<file path="src/sync_fifo.sv">
// Synchronous FIFO with registered read port and almost-full margin, used for command and job queues
`timescale 1ns/1ps
`default_nettype none

module sync_fifo #(
	parameter int WIDTH         = 32,
	parameter int DEPTH         = 16,
	parameter int ALFULL_MARGIN = 1
) (
	input  logic             clock,
	input  logic             rstn,
	input  logic             push,
	input  logic [WIDTH-1:0] data_in,
	input  logic             pop,
	output logic [WIDTH-1:0] data_out,
	output logic             valid,
	output logic             empty,
	output logic             alfull
);

	localparam int PTR_BITS = $clog2(DEPTH);
	localparam int CNT_BITS = $clog2(DEPTH + 1);

	logic [WIDTH-1:0]    mem [DEPTH];
	logic [PTR_BITS-1:0] wr_ptr;
	logic [PTR_BITS-1:0] rd_ptr;
	logic [CNT_BITS-1:0] count;
	logic                full;
	logic                do_pop;

	assign empty  = (count == '0);
	assign full   = (count == CNT_BITS'(DEPTH));
	assign alfull = (CNT_BITS'(DEPTH) - count) < CNT_BITS'(ALFULL_MARGIN);
	assign do_pop = pop && !empty;

	always_ff @(posedge clock) begin
		if (push)
			mem[wr_ptr] <= data_in;
		if (do_pop)
			data_out <= mem[rd_ptr];
	end

	always_ff @(posedge clock or negedge rstn) begin
		if (!rstn) begin
			wr_ptr <= '0;
			rd_ptr <= '0;
			count  <= '0;
			valid  <= 1'b0;
		end else begin
			valid <= do_pop;
			if (push)
				wr_ptr <= (wr_ptr == PTR_BITS'(DEPTH - 1)) ? '0 : wr_ptr + 1'b1;
			if (do_pop)
				rd_ptr <= (rd_ptr == PTR_BITS'(DEPTH - 1)) ? '0 : rd_ptr + 1'b1;
			case ({push, do_pop})
				2'b10:   count <= count + 1'b1;
				2'b01:   count <= count - 1'b1;
				default: count <= count;
			endcase
		end
	end

	a_no_overflow : assert property (@(posedge clock) disable iff (!rstn) !(push && full));
	a_no_underflow : assert property (@(posedge clock) disable iff (!rstn) !(pop && empty));

endmodule

`default_nettype wire

</file>
<file path="config.mk">
export PLATFORM = sky130hd
export DESIGN_NAME = sync_fifo
export DESIGN_NICKNAME = d
export VERILOG_FILES = /design/src/sync_fifo.sv
export SDC_FILE = /design/constraint.sdc
export NUM_CORES = 1
export LEC_CHECK = 0
export BUFFER_PORTS_ARGS = -buffer_cell sky130_fd_sc_hd__buf_2
export CAP_MARGIN = 15
export CORE_ASPECT_RATIO = 0.7
export CORE_MARGIN = 4
export CORE_UTILIZATION = 37
export DETAILED_ROUTE_END_ITERATION = 6
export HOLD_SLACK_MARGIN = 0.03
export PLACE_DENSITY_LB_ADDON = 0.3
export SLEW_MARGIN = 20
export SYNTH_ARGS = -nofsm -noshare
export SYNTH_HDL_FRONTEND = slang
export SYNTH_SLANG_ARGS = --single-unit
export TNS_END_PERCENT = 30
</file>
<file path="constraint.sdc">
create_clock -name clock -period 3.56 [get_ports clock]
set_input_delay 0.178 -clock clock [delete_from_list [all_inputs] [get_ports clock]]
set_output_delay 0.178 -clock clock [all_outputs]
set_load 0.02 [all_outputs]
</file>
# After elaboration in Yosys (flattened, before gate mapping)
# Memory sizes are Yosys's and may differ from the RTL's. A register that Yosys moved wholly into a read port is not among the register bits.
# Cells that the tools add are included.
[word_totals]
out_inout_bits = 35
ff_bits = 14
mem_bits_rw = 512
in_bits = 36
word_cells = 24
n_memories = 1
[mem_list]
columns = ["name", "words", "width", "read_ports", "rd_clocked_by_memory_dff", "wr", "line_no", "source"]
rows = [
  ["mem", 16, 32, 1, 1, 1, "24", "logic [WIDTH-1:0] mem [DEPTH];"],
]
[op_classes]
eq_ne = 4
addsub = 5
n_reduce_logical = 4
n_lt_le_gt_ge = 1
mux = 5
[op_table]
columns = ["op", "count"]
rows = [
  ["one-hot mux 5 bit (2 select lines)", 1],
  ["adder 4 x 1 -> 4 bit, second input constant", 2],
  ["== test 4 bit, second input constant", 2],
  ["2-to-1 mux 4 bit", 2],
  ["adder 5 x 1 -> 5 bit, second input constant", 1],
  ["zero test 5 bit", 1],
  ["less-than comparator 5 x 1 -> 1 bit, second input constant", 1],
  ["subtractor 5 x 1 -> 5 bit, second input constant", 1],
  ["subtractor 5 bit, first input constant", 1],
  ["== test 2 x 1 -> 1 bit, second input constant", 1],
  ["== test 2 bit, second input constant", 1],
  ["2-to-1 mux 1 bit", 2],
  ["nonzero test 2 bit", 1],
  ["logical AND 1 bit", 1],
  ["zero test 1 bit", 1],
]

# Logic depth before layout (Yosys ltp)
[logic_depth]
word_depth = 5
depth_mapped = 15
ltp_nobuf = 12

# Worst setup path before layout
# OpenSTA, ideal clock, no wires.
[synth_path]
path_type = "register -> register"
from = "register count[1]"
to = "register count[2]"
stages_incl_launch_ff = 16
n_path_buf = 3
slack_ns = -0.373
t_arrival_ns = 3.800
t_required_ns = 3.427
period_less_slack_ns = 3.933
setup_time_ns = 0.133
path_cell_list = "dfrtp_1 -> clkbuf_1 -> inv_1 -> ha_1 -> nor3b_1 -> ha_1 -> nor2b_1 -> clkbuf_1 -> ha_1 -> clkbuf_1 -> xor2_1 -> ha_1 -> a21oi_1 -> xor2_1 -> nor2_1 -> xor2_1"
[synth_via]
elab_chain_cells = 5
word_cells_on_any_way = 9
cone_classes = "2 x add/sub; 2 x eq/ne; 1 x mux; 4 x reduce/logical"
[synth_rtl]
columns = ["element", "line_no", "source"]
rows = [
  ["start, declared", "27", "logic [CNT_BITS-1:0] count;"],
  ["start signal, assigned", "56", "2'b10: count <= count + 1'b1;"],
  ["start signal, assigned", "57", "2'b01: count <= count - 1'b1;"],
  ["start signal, assigned", "58", "default: count <= count;"],
  ["zero test 5 bit *", "31", "assign empty = (count == '0);"],
  ["named net empty", "17", "output logic empty,"],
  ["zero test 1 bit *", "34", "assign do_pop = pop && !empty;"],
  ["logical AND 1 bit *", "34", ""],
  ["named net do_pop", "29", "logic do_pop;"],
  ["== test 2 x 1 -> 1 bit / == test 2 bit (equally long branches)", "55", "case ({push, do_pop})"],
  ["one-hot mux 5 bit (2 select lines) / nonzero test 2 bit (equally long branches)", "-", ""],
]
# Mark *: on every way through the listed nets, which the timed path passes. The rest lies on a longest branch.
# A chain may end at the register's enable or synchronous reset.

# Worst setup path in the final report
[layout_path]
from = "register count[1]"
to = "register count[2]"
[layout_via]
elab_chain_cells = 5
word_cells_on_any_way = 9
cone_classes = "2 x add/sub; 2 x eq/ne; 1 x mux; 4 x reduce/logical"
[layout_rtl]
columns = ["element"]
rows = [
  ["branches (longest 5 deep; another with subtractor 5 x 1 -> 5 bit)"],
]
# Parallel ways; which one is timed is not known.

==> summary.md <==
| Metric | Value |
|---|---|
| Max VDD drop | 0.3819 mV |
| Area fraction of the dominant cell type after synthesis | 0.7757 |
| Hold Crit Class | in2async |
| Fin cells | 1,865 |
| Clock-pin slew on the worst setup and hold paths | 0.06 ns |
| Final setup vio count | 0 |
| Pleak | 0.007959 uW |
| N_diodes | 0 |
| Actual slew at the worst max-slew pin | 0.7598 ns |
| Worst-path fanout max | 9 |
| Crit Path Class | reg2reg |
| Seq. cell area | 16,690 um2 |
| Area leader, netlist | edfxtp_1 |
| WL/cell | 25.30 um |
| Critical Path, Cell by Cell | inv_1 > ha_1 > nor3b_1 > ha_1 > nor2b_4 > ha_1 > xor2_1 > ha_1 > a21oi_1 > xor2_1 > nor2_1 > xor2_1 |
| Initial DRC count | 937 |
| CP max stage delay | 0.51 ns |
| Synth cell types | 35 |
| Post-Syn Area per Cell | 22.62 um2 |
| Ranking of synthesized cells by area | edfxtp_1 (78%), mux4_2 (14%), a22oi_1 (2.3%) |
| Fill count | 4,701 |
| H-tree levels | 2 |
| Final Critical Period | 2.673 ns |
| Die Ht | 207.6 um |
| Net Count, Synth | 977 |
| Crit path top cell by count | ha_1 |
| Final WS setup | 0.8873 ns |
| Via count | 9,934 |
| Top FF cell, synth | edfxtp_1 |
| Placed Instances | 1,733 |
| Final clock skew | 0.02067 ns |
| Cell area after synthesis | 21,060 um2 |
| Vias per cell | 5.327 |
| Die extent in x | 293.1 um |
| Hold buffers post-CTS | 34 |
| Remaining DRCs | 0 |
| CP arrival | 3.13 ns |
| Max-slew violations | 0 |
| Required @ worst endpoint | 4.02 ns |
| Vias in the first global route | 10,180 |
| Detail Route Antenna Nets | 0 |
| Largest net degree at the start of global routing | 53 |
| Initial antenna violation count | 0 |
| Async set or reset register ratio after synthesis | 0.02509 |
| Nets | 1,127 |
| Fmax | 374.2 MHz |
| Yosys Warn Count | 0 |
| Area post-placement | 22,600 um2 |
| Sink Count | 558 |
| First-pass GRT wire length | 69,970 um |
| Slew headroom | 0.4923 |
| Clock Tree Buf Depth | 3 |
| Most numerous cell in the Yosys netlist | edfxtp_1 |
| Most frequent cells after synthesis | edfxtp_1 (544), mux4_2 (128), a22oi_1 (64) |
| Total Power | 18,360 uW |
| Share of post-route cells with drive strength above 1 | 0.3022 |
| Period utilisation layout | 0.7507 |
| Slowest cell on crit path | dfrtp_1 |
| Initial Util | 0.3776 |
| Post-DP HPWL | 25,040 um |
| Area of the core | 55,760 um2 |
| Worst-Skew Late Latency | 0.59 ns |
| Root Buffer | clkbuf_16 |
| GR Util All Layers | 0.1546 |
| Layout area overhead | 16.94% |
| #FFs+latches synth | 558 |
| Dpl ws | 0.9140 ns |
| Sequential share of the synthesized area | 0.7923 |
| CTS tree | done |
| EDFF count, synth | 544 |
| Post-CTS sizing | 0 |
| CP Buf/Inv Count | 1 |
| Routed WL | 47,180 um |
| # Max-Cap Violations | 0 |
| GRT Residual Overflow | 0 |
| Worst setup EP type | flip-flop |
| RSZ-0062 raised after global routing | false |
| Cts bufs inserted | 52 |
| I/O Buffers | 70 |
| Status | finished clean |
| DRT Pass-1 Iters | 5 |
| Setup bufs post-CTS | 0 |
| Critical Path Start Type | flip-flop |
| Crit path max-delay family | adder cells |
| IO Pins | 71 |
| Die area | 60,860 um2 |
| Finished Cell Area | 24,630 um2 |
| Site Rows | 72 |
| Final Hold Fails | 0 |
| Synth Instances | 931 |
| Area of the multi-input gates | 4202 um2 |
| Power Dens Cells | 745.7 nW/um2 |
| RD Place Congestion | 0.7201 |
worst register-to-register path: cells and delay by family, from the launching register on:
kind	cells	cell delay [ns]
DFF	1	0.51
and+or+nand+nor	3	0.36
adders and majority gates	4	1.00
buffers and inverters	1	0.08
AOI/OAI and AO/OA	1	0.17
xor gates and xnor gates	3	0.43
cell usage in the layout (no fill, tap or decap), types with 5 or more instances in the layout:
cell type	netlist	layout
ha_1	10	10
inv_1	7	7
buf_2	7	70
o21ai_0	6	6
edfxtp_1	544	544
nor3b_2	0	6
nand2_1	47	47
xnor2_1	5	5
dfrtp_1	14	12
clkinv_1	0	11
clkinv_2	0	9
buf_12	0	5
a22oi_1	64	64
clkbuf_1	34	15
bufinv_16	0	5
dlygate4sd3_1	0	34
nor2_4	0	9
clkbuf_16	0	53
buf_4	2	40
mux4_2	128	128
power by group:
part | switching [uW] | internal (uW) | leakage [uW]
Sequential | 474 | 8090 | 0.00511
Combinational | 2430 | 1840 | 0.00203
Clock | 2400 | 3140 | 0.000821
flip-flops by register name, indices dropped and copies added (netlist names):
signal,cells
rd_ptr,4
data_out,32
valid,1
mem,512
count,5
wr_ptr,4
through the flow:
step / hold slack, ns / TNS, ns / util
after global placement: 0.1270 / 0 / 0.4052
after detailed placement: 0.1326 / 0 / 0.4052
after global routing: 0.06820 / 0 / 0.4416
after floorplan: -0.1176 / -7.484 / -
final: 0.05242 / 0 / 0.4416
after CTS: 0.04213 / 0 / 0.4416
cell families (layout without fill, tap and decap cells):
| family | after synthesis | count (layout) | synth area share |
|---|---|---|---|
| and+or+nand+nor | 82 | 82 | 0.01776 |
| adders and majority gates | 10 | 10 | 0.005941 |
| xor gates and xnor gates | 9 | 9 | 0.003743 |
| DFF | 558 | 558 | 0.7923 |
| buffers and inverters | 60 | 254 | 0.01438 |
| AOI/OAI and AO/OA | 81 | 81 | 0.02739 |
| muxes | 131 | 131 | 0.1384 |
metal layers:
| layer | GRT usage | share of wire | vias to the layer above |
|---|---|---|---|
| met1 | 0.2378 | 0.46 | 5379 |
| met5 | 0 | 0 | - |
| met3 | 0.02770 | 0.065 | 52 |
| li1 | - | - | 4221 |
| met4 | 0.02685 | 0.014 | 0 |
| met2 | 0.2351 | 0.46 | 282 |
worst paths after layout:
check | from | endpoint | slack, ns | depth (start not counted)
worst max-delay path | count[1] | count[2] | 0.89 | 12
worst min-delay path | rstn | valid | 0.05 | 2
worst max register to register | count[1] | count[2] | 0.89 | 12
worst min register to register | count[4] | count[4] | 0.55 | 2
max in group asynchronous | rstn | rd_ptr[1] | 3.18 | 2
min in group clock | pop | count[0] | 0.22 | 4
cell type report:
cell class / count / area share
Sequential cell: 558 / 0.6779
Multi-Input combinational cell: 313 / 0.1706
Clock buffer: 69 / 0.05670
Timing Repair Buffer: 149 / 0.04430
Tap cell: 740 / 0.03760
Clock inverter: 29 / 0.01184
Inverter: 7 / 0.001067
Note: power is estimated with default switching activity, not from simulation.
