`config.mk`:
```
export PLATFORM = sky130hd
export DESIGN_NAME = vertex_read_sequencer
export DESIGN_NICKNAME = d
export VERILOG_FILES = /design/src/vertex_pkg.sv /design/src/vertex_read_sequencer.sv
export SDC_FILE = /design/constraint.sdc
export NUM_CORES = 1
export LEC_CHECK = 0
export BUFFER_PORTS_ARGS = -buffer_cell sky130_fd_sc_hd__buf_4
export CAP_MARGIN = 5
export CORE_UTILIZATION = 49
export DETAILED_ROUTE_END_ITERATION = 8
export PLACE_DENSITY_LB_ADDON = 0.2
export REMOVE_ABC_BUFFERS = 1
export SYNTH_ARGS = -nofsm -noshare
export SYNTH_HDL_FRONTEND = slang
export SYNTH_SLANG_ARGS = --single-unit
```
`constraint.sdc`:
```
create_clock -name clock -period 3.8 [get_ports clock]
set_input_delay 0.19 -clock clock [delete_from_list [all_inputs] [get_ports clock]]
set_output_delay 0.19 -clock clock [all_outputs]
set_load 0.01 [all_outputs]
```
`src/vertex_pkg.sv`:
```
// Shared widths, array tags, sequencer states and byte-swap helper for the vertex job controller
`default_nettype none

package vertex_pkg;

	// Vertex and cache line geometry
	localparam int VERTEX_BITS     = 32;
	localparam int CACHELINE_BYTES = 128;
	localparam int CACHELINE_BITS  = CACHELINE_BYTES * 8;
	localparam int LINE_VERTICES   = CACHELINE_BITS / VERTEX_BITS;
	localparam int COUNT_BITS      = $clog2(LINE_VERTICES + 1);
	localparam int ADDR_BITS       = 64;

	// Tag carried by every read command and returned line
	typedef enum logic [1:0] {
		IN_DEGREE  = 2'd0,
		OUT_DEGREE = 2'd1,
		EDGES_IDX  = 2'd2
	} array_t;

	typedef enum logic [2:0] {
		S_IDLE       = 3'd0,
		S_LOAD       = 3'd1,
		S_WAIT_ROOM  = 3'd2,
		S_ISSUE      = 3'd3,
		S_WAIT_LINES = 3'd4,
		S_UNLOAD     = 3'd5,
		S_DONE       = 3'd6
	} seq_state_t;

	// Memory words come in the other byte order
	function automatic logic [VERTEX_BITS-1:0] swap_bytes(input logic [VERTEX_BITS-1:0] word);
		logic [VERTEX_BITS-1:0] swapped;
		swapped = {word[7:0], word[15:8], word[23:16], word[31:24]};
		return swapped;
	endfunction

endpackage

`default_nettype wire
```
`src/vertex_read_sequencer.sv`:
```
// FSM that walks the vertex arrays line by line, queues three reads per line and paces unloading
`timescale 1ns/1ps
`default_nettype none

module vertex_read_sequencer import vertex_pkg::*; (
	input  logic                   clock,
	input  logic                   rstn,
	input  logic                   wed_valid,
	input  logic [VERTEX_BITS-1:0] wed_num_vertices,
	input  logic [ADDR_BITS-1:0]   wed_in_degree_addr,
	input  logic [ADDR_BITS-1:0]   wed_out_degree_addr,
	input  logic [ADDR_BITS-1:0]   wed_edges_idx_addr,
	input  logic                   cmd_empty,
	input  logic                   job_alfull,
	input  logic                   lines_ready,
	input  logic                   unload_done,
	output logic                   seq_cmd_push,
	output logic [ADDR_BITS-1:0]   seq_cmd_addr,
	output array_t                 seq_cmd_array,
	output logic [COUNT_BITS-1:0]  seq_cmd_count,
	output logic                   unload_start
);

	seq_state_t             state;
	seq_state_t             next_state;
	logic [VERTEX_BITS-1:0] remaining;
	logic [ADDR_BITS-1:0]   line_offset;
	logic [COUNT_BITS-1:0]  line_count;
	array_t                 cur_array;
	logic [ADDR_BITS-1:0]   base_addr;
	logic                   start_line;

	// Room for a full line of jobs and no reads still queued
	assign start_line = cmd_empty && !job_alfull;

	//////////////////////////////
	// Next state
	//////////////////////////////
	always_comb begin
		next_state = state;
		case (state)
			S_IDLE:       if (wed_valid) next_state = S_LOAD;
			S_LOAD:       next_state = S_WAIT_ROOM;
			S_WAIT_ROOM: begin
				if (remaining == '0)
					next_state = S_DONE;
				else if (start_line)
					next_state = S_ISSUE;
			end
			S_ISSUE:      if (cur_array == EDGES_IDX) next_state = S_WAIT_LINES;
			S_WAIT_LINES: if (lines_ready) next_state = S_UNLOAD;
			S_UNLOAD: begin
				if (unload_done)
					next_state = (remaining == '0) ? S_DONE : S_WAIT_ROOM;
			end
			S_DONE:       if (!wed_valid) next_state = S_IDLE;
			default:      next_state = S_IDLE;
		endcase
	end

	//////////////////////////////
	// Line bookkeeping
	//////////////////////////////
	always_ff @(posedge clock or negedge rstn) begin
		if (!rstn) begin
			state        <= S_IDLE;
			remaining    <= '0;
			line_offset  <= '0;
			line_count   <= '0;
			cur_array    <= IN_DEGREE;
			unload_start <= 1'b0;
		end else begin
			state        <= next_state;
			unload_start <= (state == S_WAIT_LINES) && lines_ready;
			case (state)
				S_LOAD: begin
					remaining   <= wed_num_vertices;
					line_offset <= '0;
				end
				S_WAIT_ROOM: begin
					cur_array <= IN_DEGREE;
					// Last line may be short
					if (remaining > VERTEX_BITS'(LINE_VERTICES))
						line_count <= COUNT_BITS'(LINE_VERTICES);
					else
						line_count <= remaining[COUNT_BITS-1:0];
				end
				S_ISSUE: begin
					case (cur_array)
						IN_DEGREE:  cur_array <= OUT_DEGREE;
						OUT_DEGREE: cur_array <= EDGES_IDX;
						default: begin
							remaining   <= remaining - VERTEX_BITS'(line_count);
							line_offset <= line_offset + ADDR_BITS'(CACHELINE_BYTES);
						end
					endcase
				end
				default: ;
			endcase
		end
	end

	always_comb begin
		case (cur_array)
			IN_DEGREE:  base_addr = wed_in_degree_addr;
			OUT_DEGREE: base_addr = wed_out_degree_addr;
			default:    base_addr = wed_edges_idx_addr;
		endcase
	end

	assign seq_cmd_push  = (state == S_ISSUE);
	assign seq_cmd_addr  = base_addr + line_offset;
	assign seq_cmd_array = cur_array;
	assign seq_cmd_count = line_count;

	// Unload only with all three lines captured by the line buffer
	a_unload_ready : assert property (@(posedge clock) disable iff (!rstn)
		unload_start |-> lines_ready);

endmodule

`default_nettype wire

```
==> Word-level counts from Yosys, hierarchy flattened <==
Index checks and enable logic that the tools add are counted.
{ "totals": {"output_inout_bits": 74, "input_bits": 231, "ff_bits": 108, "wordCells": 55} }
{ "classes": {"add_sub_neg": 3, "magnitude_cmp": 1, "n_eq_ne": 16, "mux": 17, "reduce_logical": 12} }
{ "op_table": {"columns": ["op", "n"], "rows": [
  ["$pmux 64 s2", 2],
  ["$add 64x64->64", 1],
  ["$add 64x8->64 const B", 1],
  ["$mux 64", 1],
  ["$pmux 32 s2", 1],
  ["$gt 32x6->1 const B", 1],
  ["$logic_not 32->1", 1],
  ["$mux 32", 1],
  ["$sub 32x6->32", 1],
  ["$mux 3", 8],
  ["$pmux 3 s7", 1],
  ["$ne 2x2->1 const B", 5],
  ["$eq 3x3->1 const B", 3],
  ["$pmux 2 s2", 2],
  ["$eq 3x2->1 const B", 2],
  ["$mux 6", 1],
  ["$reduce_and 6->1", 1],
  ["$reduce_and 2->1", 2],
  ["$reduce_bool 2->1", 2],
  ["$eq 3x1->1 const B", 1],
  ["$logic_not 3->1", 1],
  ["$ne 3x1->1 const B", 1],
  ["$ne 3x3->1 const B", 1],
  ["$eq 2x1->1 const B", 1],
  ["other kinds (6)", 7]
]} }

==> Longest topological paths before layout <==
Gate-level depths: netlist (run 1).
{ "logic_depth": {"depth_word": 5, "ltp_mapped": 17, "ltp_nobuf": 11} }

==> Least setup slack after synthesis (run 1) <==
No wires, ideal clock.
{ "synth_path": {"kind": "reg2out", "from": "register cur_array[0] (netlist: seq_cmd_array[0])", "to": "output port seq_cmd_addr[49]", "path_stages_with_launch": 15, "t_arrival_ps": 3957, "slack_ps": -347, "n_path_buf": 3, "required_time_ps": 3610, "cell_sequence": "dfrtp_1 -> buf_4 -> clkbuf_1 -> buf_1 -> mux2i_1 -> o21ai_0 -> ha_1 -> a21o_1 -> a221o_1 -> a311oi_2 -> a2111oi_1 -> nor3_2 -> o21bai_2 -> and4_1 -> nor3_1"} }
{ "synth_between": {"elab_chain_len": 3, "word_cells_on_any_way": 4, "cone_classes": "1 x add/sub; 1 x eq/ne; 1 x mux; 1 x reduce/logical"} }
{ "synth_lines": {"columns": ["item", "line_no", "rtl"], "rows": [
  ["start, declared", "vertex_read_sequencer.sv:29", "array_t cur_array;"],
  ["start signal, assigned", "vertex_read_sequencer.sv:70", "cur_array <= IN_DEGREE;"],
  ["start signal, assigned", "vertex_read_sequencer.sv:81", "cur_array <= IN_DEGREE;"],
  ["start signal, assigned", "vertex_read_sequencer.sv:90", "IN_DEGREE: cur_array <= OUT_DEGREE;"],
  ["$eq 2x1->1 or $logic_not 2->1 (tied branches)", "vertex_read_sequencer.sv:104", "case (cur_array)"],
  ["$pmux 64 s2 *", "vertex_read_sequencer.sv:104", null],
  ["$add 64x64->64 *", "vertex_read_sequencer.sv:112", "assign seq_cmd_addr = base_addr + line_offset;"],
  ["end, declared", "vertex_read_sequencer.sv:18", "output logic [ADDR_BITS-1:0] seq_cmd_addr,"]
]} }
Mark *: on every way between the ends. The rest lies on a longest branch, timed or not.

==> Final worst setup path (run 1) <==
{ "layout_path": {"from": "register cur_array[0] (netlist: seq_cmd_array[0])", "to": "output port seq_cmd_addr[45]"} }
The elaborated chain is that of the path after synthesis.

==> results.py, run 1 <==
metrics = {
    "outcome": {
        "failed_checks": "negative hold slack, negative setup slack",
        "status": "complete, but fails checks",
    },
    "grt": {
        "use_met3_pct": 3.976,
        "grt.total_usage_pct": 31.05,
        "grt_use_met1_pct": 38.15,
        "grt_pass1_wl_um": 55460,
        "busiest_layer": "met2",
        "first_global_vias": 11366,
        "grt_max_degree": 77,
        "grt_overflow": 0,
        "antenna_found_initial": 0,
        "grt_use_met2_pct": 54.93,
    },
    "timing": {
        "setup_viol": 22,
        "worst_pin_slew_ps": 1015,
        "rsz0062_at_grt": "yes",
        "worst_slack_ps": -187.0,
        "max_freq_mhz": 250.8,
        "slew_headroom_pct": 32.35,
        "finalHoldViolations": 12,
        "min_period_over_period_pct": 104.9,
        "finalClockSkew_ps": 23.10,
        "holdWs_ps": -16.56,
        "post-route-min-period_ps": 3987,
        "drv_slew": 0,
    },
    "logic_synthesis": {
        "synth_edf_count": 0,
        "ys_types": 81,
        "yosys-top-cells-area": "dfrtp_1, ha_1, o21ai_0",
        "synth_flop_cell": "dfrtp_1",
        "syn-instance-count": 1384,
        "seq_area_frac_synth_pct": 23.95,
        "syn_avg_cell_area_sq_um": 7.625,
        "ys_top_cells_by_count": "nand2_1, o21ai_0, nor2_1",
        "yosys.area.top_type": "dfrtp_1",
        "yosys_register_bits": 101,
        "synth_area_sq_um": 10550,
        "yosysTopAreaCellShare_pct": 23.95,
        "yosysMostFrequentCell": "nand2_1",
        "synthArstFlopShare_pct": 100.0,
        "yosysWarnings": 0,
    },
    "clock_network": {
        "clockRootBuffer": "clkbuf_16",
        "cts.sinks": 101,
        "clockBufferDepth": 2,
        "cts.clk_slew.worst_paths_ps": 80,
        "numCtsBuffers": 9,
        "tritoncts": "yes",
        "clk_latency_ps": 380,
        "htreeDepth": 3,
    },
    "power_and_ir_drop": {
        "powerDensity_nw_per_um2": 535.6,
        "ir_drop_uv": 383.5,
        "leakagePower_nw": 6.939,
    },
    "route": {
        "vias": 11946,
        "ant_nets": 0,
        "detail_route.drc_violations": 0,
        "drt_iter0_drc": 737,
        "routedWlPerCell_um": 17.46,
        "first_pass_iters": 5,
        "drt-vias-per-instance": 5.870,
        "wl_um": 35530,
    },
    "setup_path": {
        "max_stage_delay_ps": 550,
        "crit_family": "buffers and inverters",
        "crit_slowest_cell": "dfrtp_4",
        "path_buf_inv": 6,
        "critPathLaunch": "seq_cmd_array[0]",
        "worstPathRequired_ps": 3610,
        "rrSetupSlack_ps": 690,
        "reg2reg_from": "seq_cmd_count[2]",
        "critPathLaunchType": "flip-flop",
        "crit_chain": "buf_4, buf_12, buf_6, mux2i_2, o21ai_1, ha_1, nand4_1, or3_4, a2111oi_4, buf_4, nor3_4, o21bai_4, buf_6, a21oi_4, xnor2_2, buf_4",
        "endpoint_kind": "output port",
        "cp_max_fo": 8,
        "endpoint": "seq_cmd_addr[45]",
        "rr_endpoint": "remaining[30]",
        "ff2ff_path_depth": 10,
        "crit_type": "reg -> out",
        "crit_arrival_ps": 3800,
        "cp_num_cells": 16,
        "critPathMostFrequentCell": "buf_4",
    },
    "floorplan": {
        "die_area_sq_um": 22130,
        "rows": 53,
        "die_w_um": 148.8,
        "dieHeight_um": 148.8,
        "ios": 305,
        "start_util_pct": 50.04,
        "coreArea_sq_um": 21090,
    },
    "finish": {
        "drive_above_1_share_pct": 31.65,
        "finalNetCount": 2057,
        "stdcell_area_sq_um": 14860,
        "areaGrowthSynthToFinish_pct": 40.85,
        "fillers": 1750,
        "multi_input_area_sq_um": 8214,
        "register_area_sq_um": 2535,
        "antenna_cells": 0,
    },
    "placed_design": {
        "place_congestion": 0.9886,
        "dp_slack_ps": -29.28,
        "dp_hpwl_um": 26820,
        "dpl-instance-area_sq_um": 13510,
        "portBuffers": 304,
    },
    "run": {
        "maxCapViolCount": 0,
    },
    "worst_hold_path": {
        "worstHoldPathType": "in -> async",
    },
}
==> per-stage QoR <==
| stage | TNS (ps) | cells | util (%) | hold WS [ps] | power (W) |
|---|---|---|---|---|---|
| 6_report | -2432 | 2035 | 70.48 | -16.56 | 0.007961 |
| 5_1_grt | -6372 | 2035 | 70.48 | 64.64 | 0.008524 |
| 4_1_cts | -2172 | 2010 | 68.02 | 26.28 | 0.007709 |
| 3_5_place_dp | -29.28 | 1968 | 64.07 | 427.1 | 0.006449 |
| 3_3_place_gp | 0 | 1968 | 64.07 | 416.0 | 0.006360 |
| 2_1_floorplan | -63050 | 1316 | - | -105.6 | 0.004527 |
==> flip-flops by register name, summed over array words and instances, names as in the netlist <==
signal	count
seq_cmd_array	2
line_offset	57
state	3
remaining	32
seq_cmd_count	6
unload_start	1
==> placed cells by master (no fill, tap or decap), types with 6 or more instances in the layout <==
cell type and count:
a211oi_1 8, a21o_1 31, a21oi_1 75, a21oi_2 14, a22oi_1 11, a31oi_1 15, and2_1 7, and3_1 18
and4_1 8, buf_4 408, buf_6 14, clkbuf_16 9, dfrtp_1 99, ha_1 63, ha_2 6, inv_1 31
mux2i_1 60, nand2_1 169, nand2b_1 8, nand3_1 46, nand4_1 37, nor2_1 122, nor2b_1 12, nor3_1 36
nor4_1 7, o21a_1 14, o21ai_0 92, o21ai_1 39, o21ai_2 8, o21bai_1 11, o311ai_0 7, or3_1 20
or4_1 8, xnor2_1 39, xnor2_2 7, xor2_1 54
==> per-layer routing <==
metal	vias up	part of all wire, %
met1	5582	42
met3	93	5.8
met4	0	3.3
met2	457	49
li1	5814	-
met5	-	0
==> worst min-delay path by stage <==
stage	startpoint	end	slack (ps)	depth (start not counted)
after floorplan	rstn	line_offset[10]	-110	0
after global placement	wed_num_vertices[25]	remaining[25]	420	3
after detailed placement	rstn	line_offset[14]	430	1
after CTS	rstn	remaining[26]	30	1
after global routing	wed_num_vertices[25]	remaining[25]	60	3
final	rstn	line_offset[14]	-20	1
==> report_power, final <==
group / switching (W) / total [W] / internal [W]
Sequential: 0.000303 / 0.00160 / 0.00130
Combinational: 0.00298 / 0.00537 / 0.00240
Clock: 0.000505 / 0.000986 / 0.000481
==> repair_timing <==
action | in CTS | in global routing
gates resized for setup | 90 | 89
setup buffers | 26 | 28
pin swaps | 45 | 66
hold buffers | 0 | 0
endpoints found under the setup margin | 31 | 35
gates cloned | 1 | 0
==> cell families (layout without fill, tap and decap cells) <==
group	count (synthesis)	in the layout	share of synthesized area, %
AND/OR/NAND/NOR	536	536	24.59
adder cells (fa/ha/maj)	71	71	8.489
buffers and inverters	100	476	3.675
multiplexers	66	66	6.332
XOR/XNOR	102	102	8.466
other	1	1	0.03554
flip-flops	101	101	23.95
AO/OA/AOI/OAI	407	407	24.46
==> final cells by class <==
type,count,share of cell area (%)
clock buffer,9,1.515
clock inverter,7,0.6314
inverter,32,0.8081
multi-input combinational,1183,55.27
sequential,101,17.06
tap,275,2.315
timing repair buffer,428,22.41
Power figures use the tool's default switching activity.
==> inputs of run 2 (changes only) <==
--- a/config.mk
+++ b/config.mk
@@ -7,7 +7,9 @@
 export LEC_CHECK = 0
 export BUFFER_PORTS_ARGS = -buffer_cell sky130_fd_sc_hd__buf_4
 export CAP_MARGIN = 5
-export CORE_UTILIZATION = 49
+export CELL_PAD_IN_SITES_DETAIL_PLACEMENT = 0
+export CELL_PAD_IN_SITES_GLOBAL_PLACEMENT = 1
+export CORE_UTILIZATION = 35
 export DETAILED_ROUTE_END_ITERATION = 8
 export PLACE_DENSITY_LB_ADDON = 0.2
 export REMOVE_ABC_BUFFERS = 1
==> results.py, run 2 (synthesized netlist as in run 1, its figures left out) <==
metrics = {
    "floorplan": {
        "rows": 63,
        "start_util_pct": 35.60,
        "dieHeight_um": 175.6,
        "die_w_um": 175.6,
        "die_area_sq_um": 30850,
        "coreArea_sq_um": 29640,
        "ios": 305,
    },
    "power_and_ir_drop": {
        "switching_share_pct": 47.43,
        "pwr-share-comb_pct": 68.0,
        "clkPwrFrac_pct": 11.9,
        "powerDensity_nw_per_um2": 526.0,
        "power_w": 0.008013,
        "internal_power_w": 0.004212,
        "leakagePower_nw": 7.033,
        "ir_drop_uv": 322.4,
        "switchingPower_w": 0.003801,
        "pwr-share-seq_pct": 20.1,
    },
    "clock_network": {
        "numCtsBuffers": 9,
        "clockBufferDepth": 2,
        "htreeDepth": 3,
        "tritoncts": "yes",
        "clk_latency_ps": 360,
        "clockRootBuffer": "clkbuf_16",
        "cts.clk_slew.worst_paths_ps": 80,
        "cts.sinks": 101,
    },
    "timing": {
        "worst_slack_ps": -236.9,
        "drv_slew": 0,
        "max_freq_mhz": 247.7,
        "setup_viol": 29,
        "rsz0062_at_grt": "yes",
        "finalClockSkew_ps": 11.36,
        "min_period_over_period_pct": 106.2,
        "worst_pin_slew_ps": 955.8,
        "holdWs_ps": -22.73,
        "finalHoldViolations": 35,
        "post-route-min-period_ps": 4037,
        "slew_headroom_pct": 36.28,
    },
    "outcome": {
        "failed_checks": "negative hold slack, negative setup slack",
        "status": "complete, but fails checks",
    },
    "placed_design": {
        "dp_slack_ps": -184.7,
        "placedCellCount": 2098,
        "place_congestion": 0.9318,
        "portBuffers": 304,
        "dp_hpwl_um": 28900,
    },
    "route": {
        "m1WireLength_um": 16200,
        "drt-vias-per-instance": 5.325,
        "detail_route.drc_violations": 0,
        "wl_met3_um": 1584,
        "met2WireLength_um": 18560,
        "routedWlPerCell_um": 17.10,
        "top_layer": "met4",
        "wl_um": 36950,
        "first_pass_iters": 5,
        "vias": 11508,
        "ant_nets": 0,
        "drt_iter0_drc": 612,
    },
    "finish": {
        "areaGrowthSynthToFinish_pct": 44.37,
        "final_cell_mix": "buf_4, nand2_1, nor2_1",
        "largest_register": "line_offset",
        "antenna_cells": 0,
        "largest_register_ff_count": 57,
        "final_common_cell": "buf_4",
        "stdcell_count": 2161,
        "finalNetCount": 2068,
        "drive_above_1_share_pct": 32.98,
    },
    "worst_hold_path": {
        "worstHoldPathType": "in -> async",
    },
    "grt": {
        "grt_overflow": 0,
        "grt_pass1_wl_um": 57600,
        "grt.total_usage_pct": 23.30,
        "first_global_vias": 11087,
        "antenna_found_initial": 0,
        "grt_max_degree": 68,
    },
    "setup_path": {
        "rr_endpoint": "line_offset[40]",
        "ff2ff_path_depth": 10,
        "cp_max_fo": 7,
        "endpoint_kind": "output port",
        "reg2reg_from": "seq_cmd_array[1]",
        "crit_arrival_ps": 3850,
        "rrSetupSlack_ps": 830,
        "worstPathRequired_ps": 3610,
        "crit_type": "reg -> out",
        "critPathLaunchType": "flip-flop",
    },
    "run": {
        "maxCapViolCount": 0,
    },
}
-- run 2: through the flow --
| stage | setup TNS, ps | area [sq um] | utilization (%) |
|---|---|---|---|
| CTS | -4292 | 14580 | 49.20 |
| global route | -7746 | 15230 | 51.40 |
| floorplan | -63050 | 10280 | - |
| detailed placement | -423.4 | 13780 | 46.50 |
| finish | -4292 | 15230 | 51.40 |
| global placement | -211.7 | 13780 | 46.50 |
-- run 2: power by group through the flow --
stage	registers (W)	clock network (W)	logic [W]
finish	0.00161	0.000957	0.00545
floorplan	0.00170	0	0.00283
CTS	0.00161	0.00100	0.00521
global route	0.00166	0.00103	0.00598
global placement	0.00162	0	0.00492
detailed placement	0.00162	0	0.00497
-- run 2: cell type report --
| cell class | instances | area, sq um |
|---|---|---|
| Fill cell | 3021 | 14400 |
| Multi-Input combinational cell | 1183 | 8327 |
| Timing Repair Buffer | 439 | 3465 |
| Sequential cell | 101 | 2535 |
| Tap cell | 390 | 488.0 |
| Clock buffer | 9 | 225.2 |
| Inverter | 32 | 120.1 |
| Clock inverter | 7 | 75.07 |
-- run 2: what timing repair did --
action,in CTS,in global routing
resized for setup,99,109
pin swaps,39,76
hold buffers,0,0
setup buffers,19,31
setup endpoints to repair,36,37
gates cloned,1,0
endpoints found under the hold margin,0,0
-- run 2: worst max-delay path: stages, from the launching register on --
cell,delay (ps)
dfrtp_4,600
buf_6,170
mux2i_4,180
o21ai_4,210
ha_4,240
and3_4,170
buf_4,120
a22o_1,220
a211o_1,370
a211o_4,440
a211oi_4,300
o31ai_2,90
xnor2_1,210
buf_4,150
-- run 2: worst max-delay path by stage --
stage	start	endpoint	slack, ps	depth (start not counted)
6_report	seq_cmd_array[0]	seq_cmd_addr[59]	-240	13
5_1_grt	seq_cmd_array[0]	seq_cmd_addr[61]	-340	14
4_1_cts	seq_cmd_array[0]	seq_cmd_addr[52]	-280	14
3_5_place_dp	seq_cmd_array[0]	seq_cmd_addr[49]	-180	13
3_3_place_gp	seq_cmd_array[0]	seq_cmd_addr[49]	-140	13
2_1_floorplan	seq_cmd_array[0]	seq_cmd_addr[49]	-1500	11
-- run 2: routing by layer --
metal | track usage, % | up-vias
met2 | 42.29 | 274
met3 | 3.160 | 29
met4 | 4.819 | 0
met5 | 0 | -
li1 | - | 5826
met1 | 29.13 | 5379
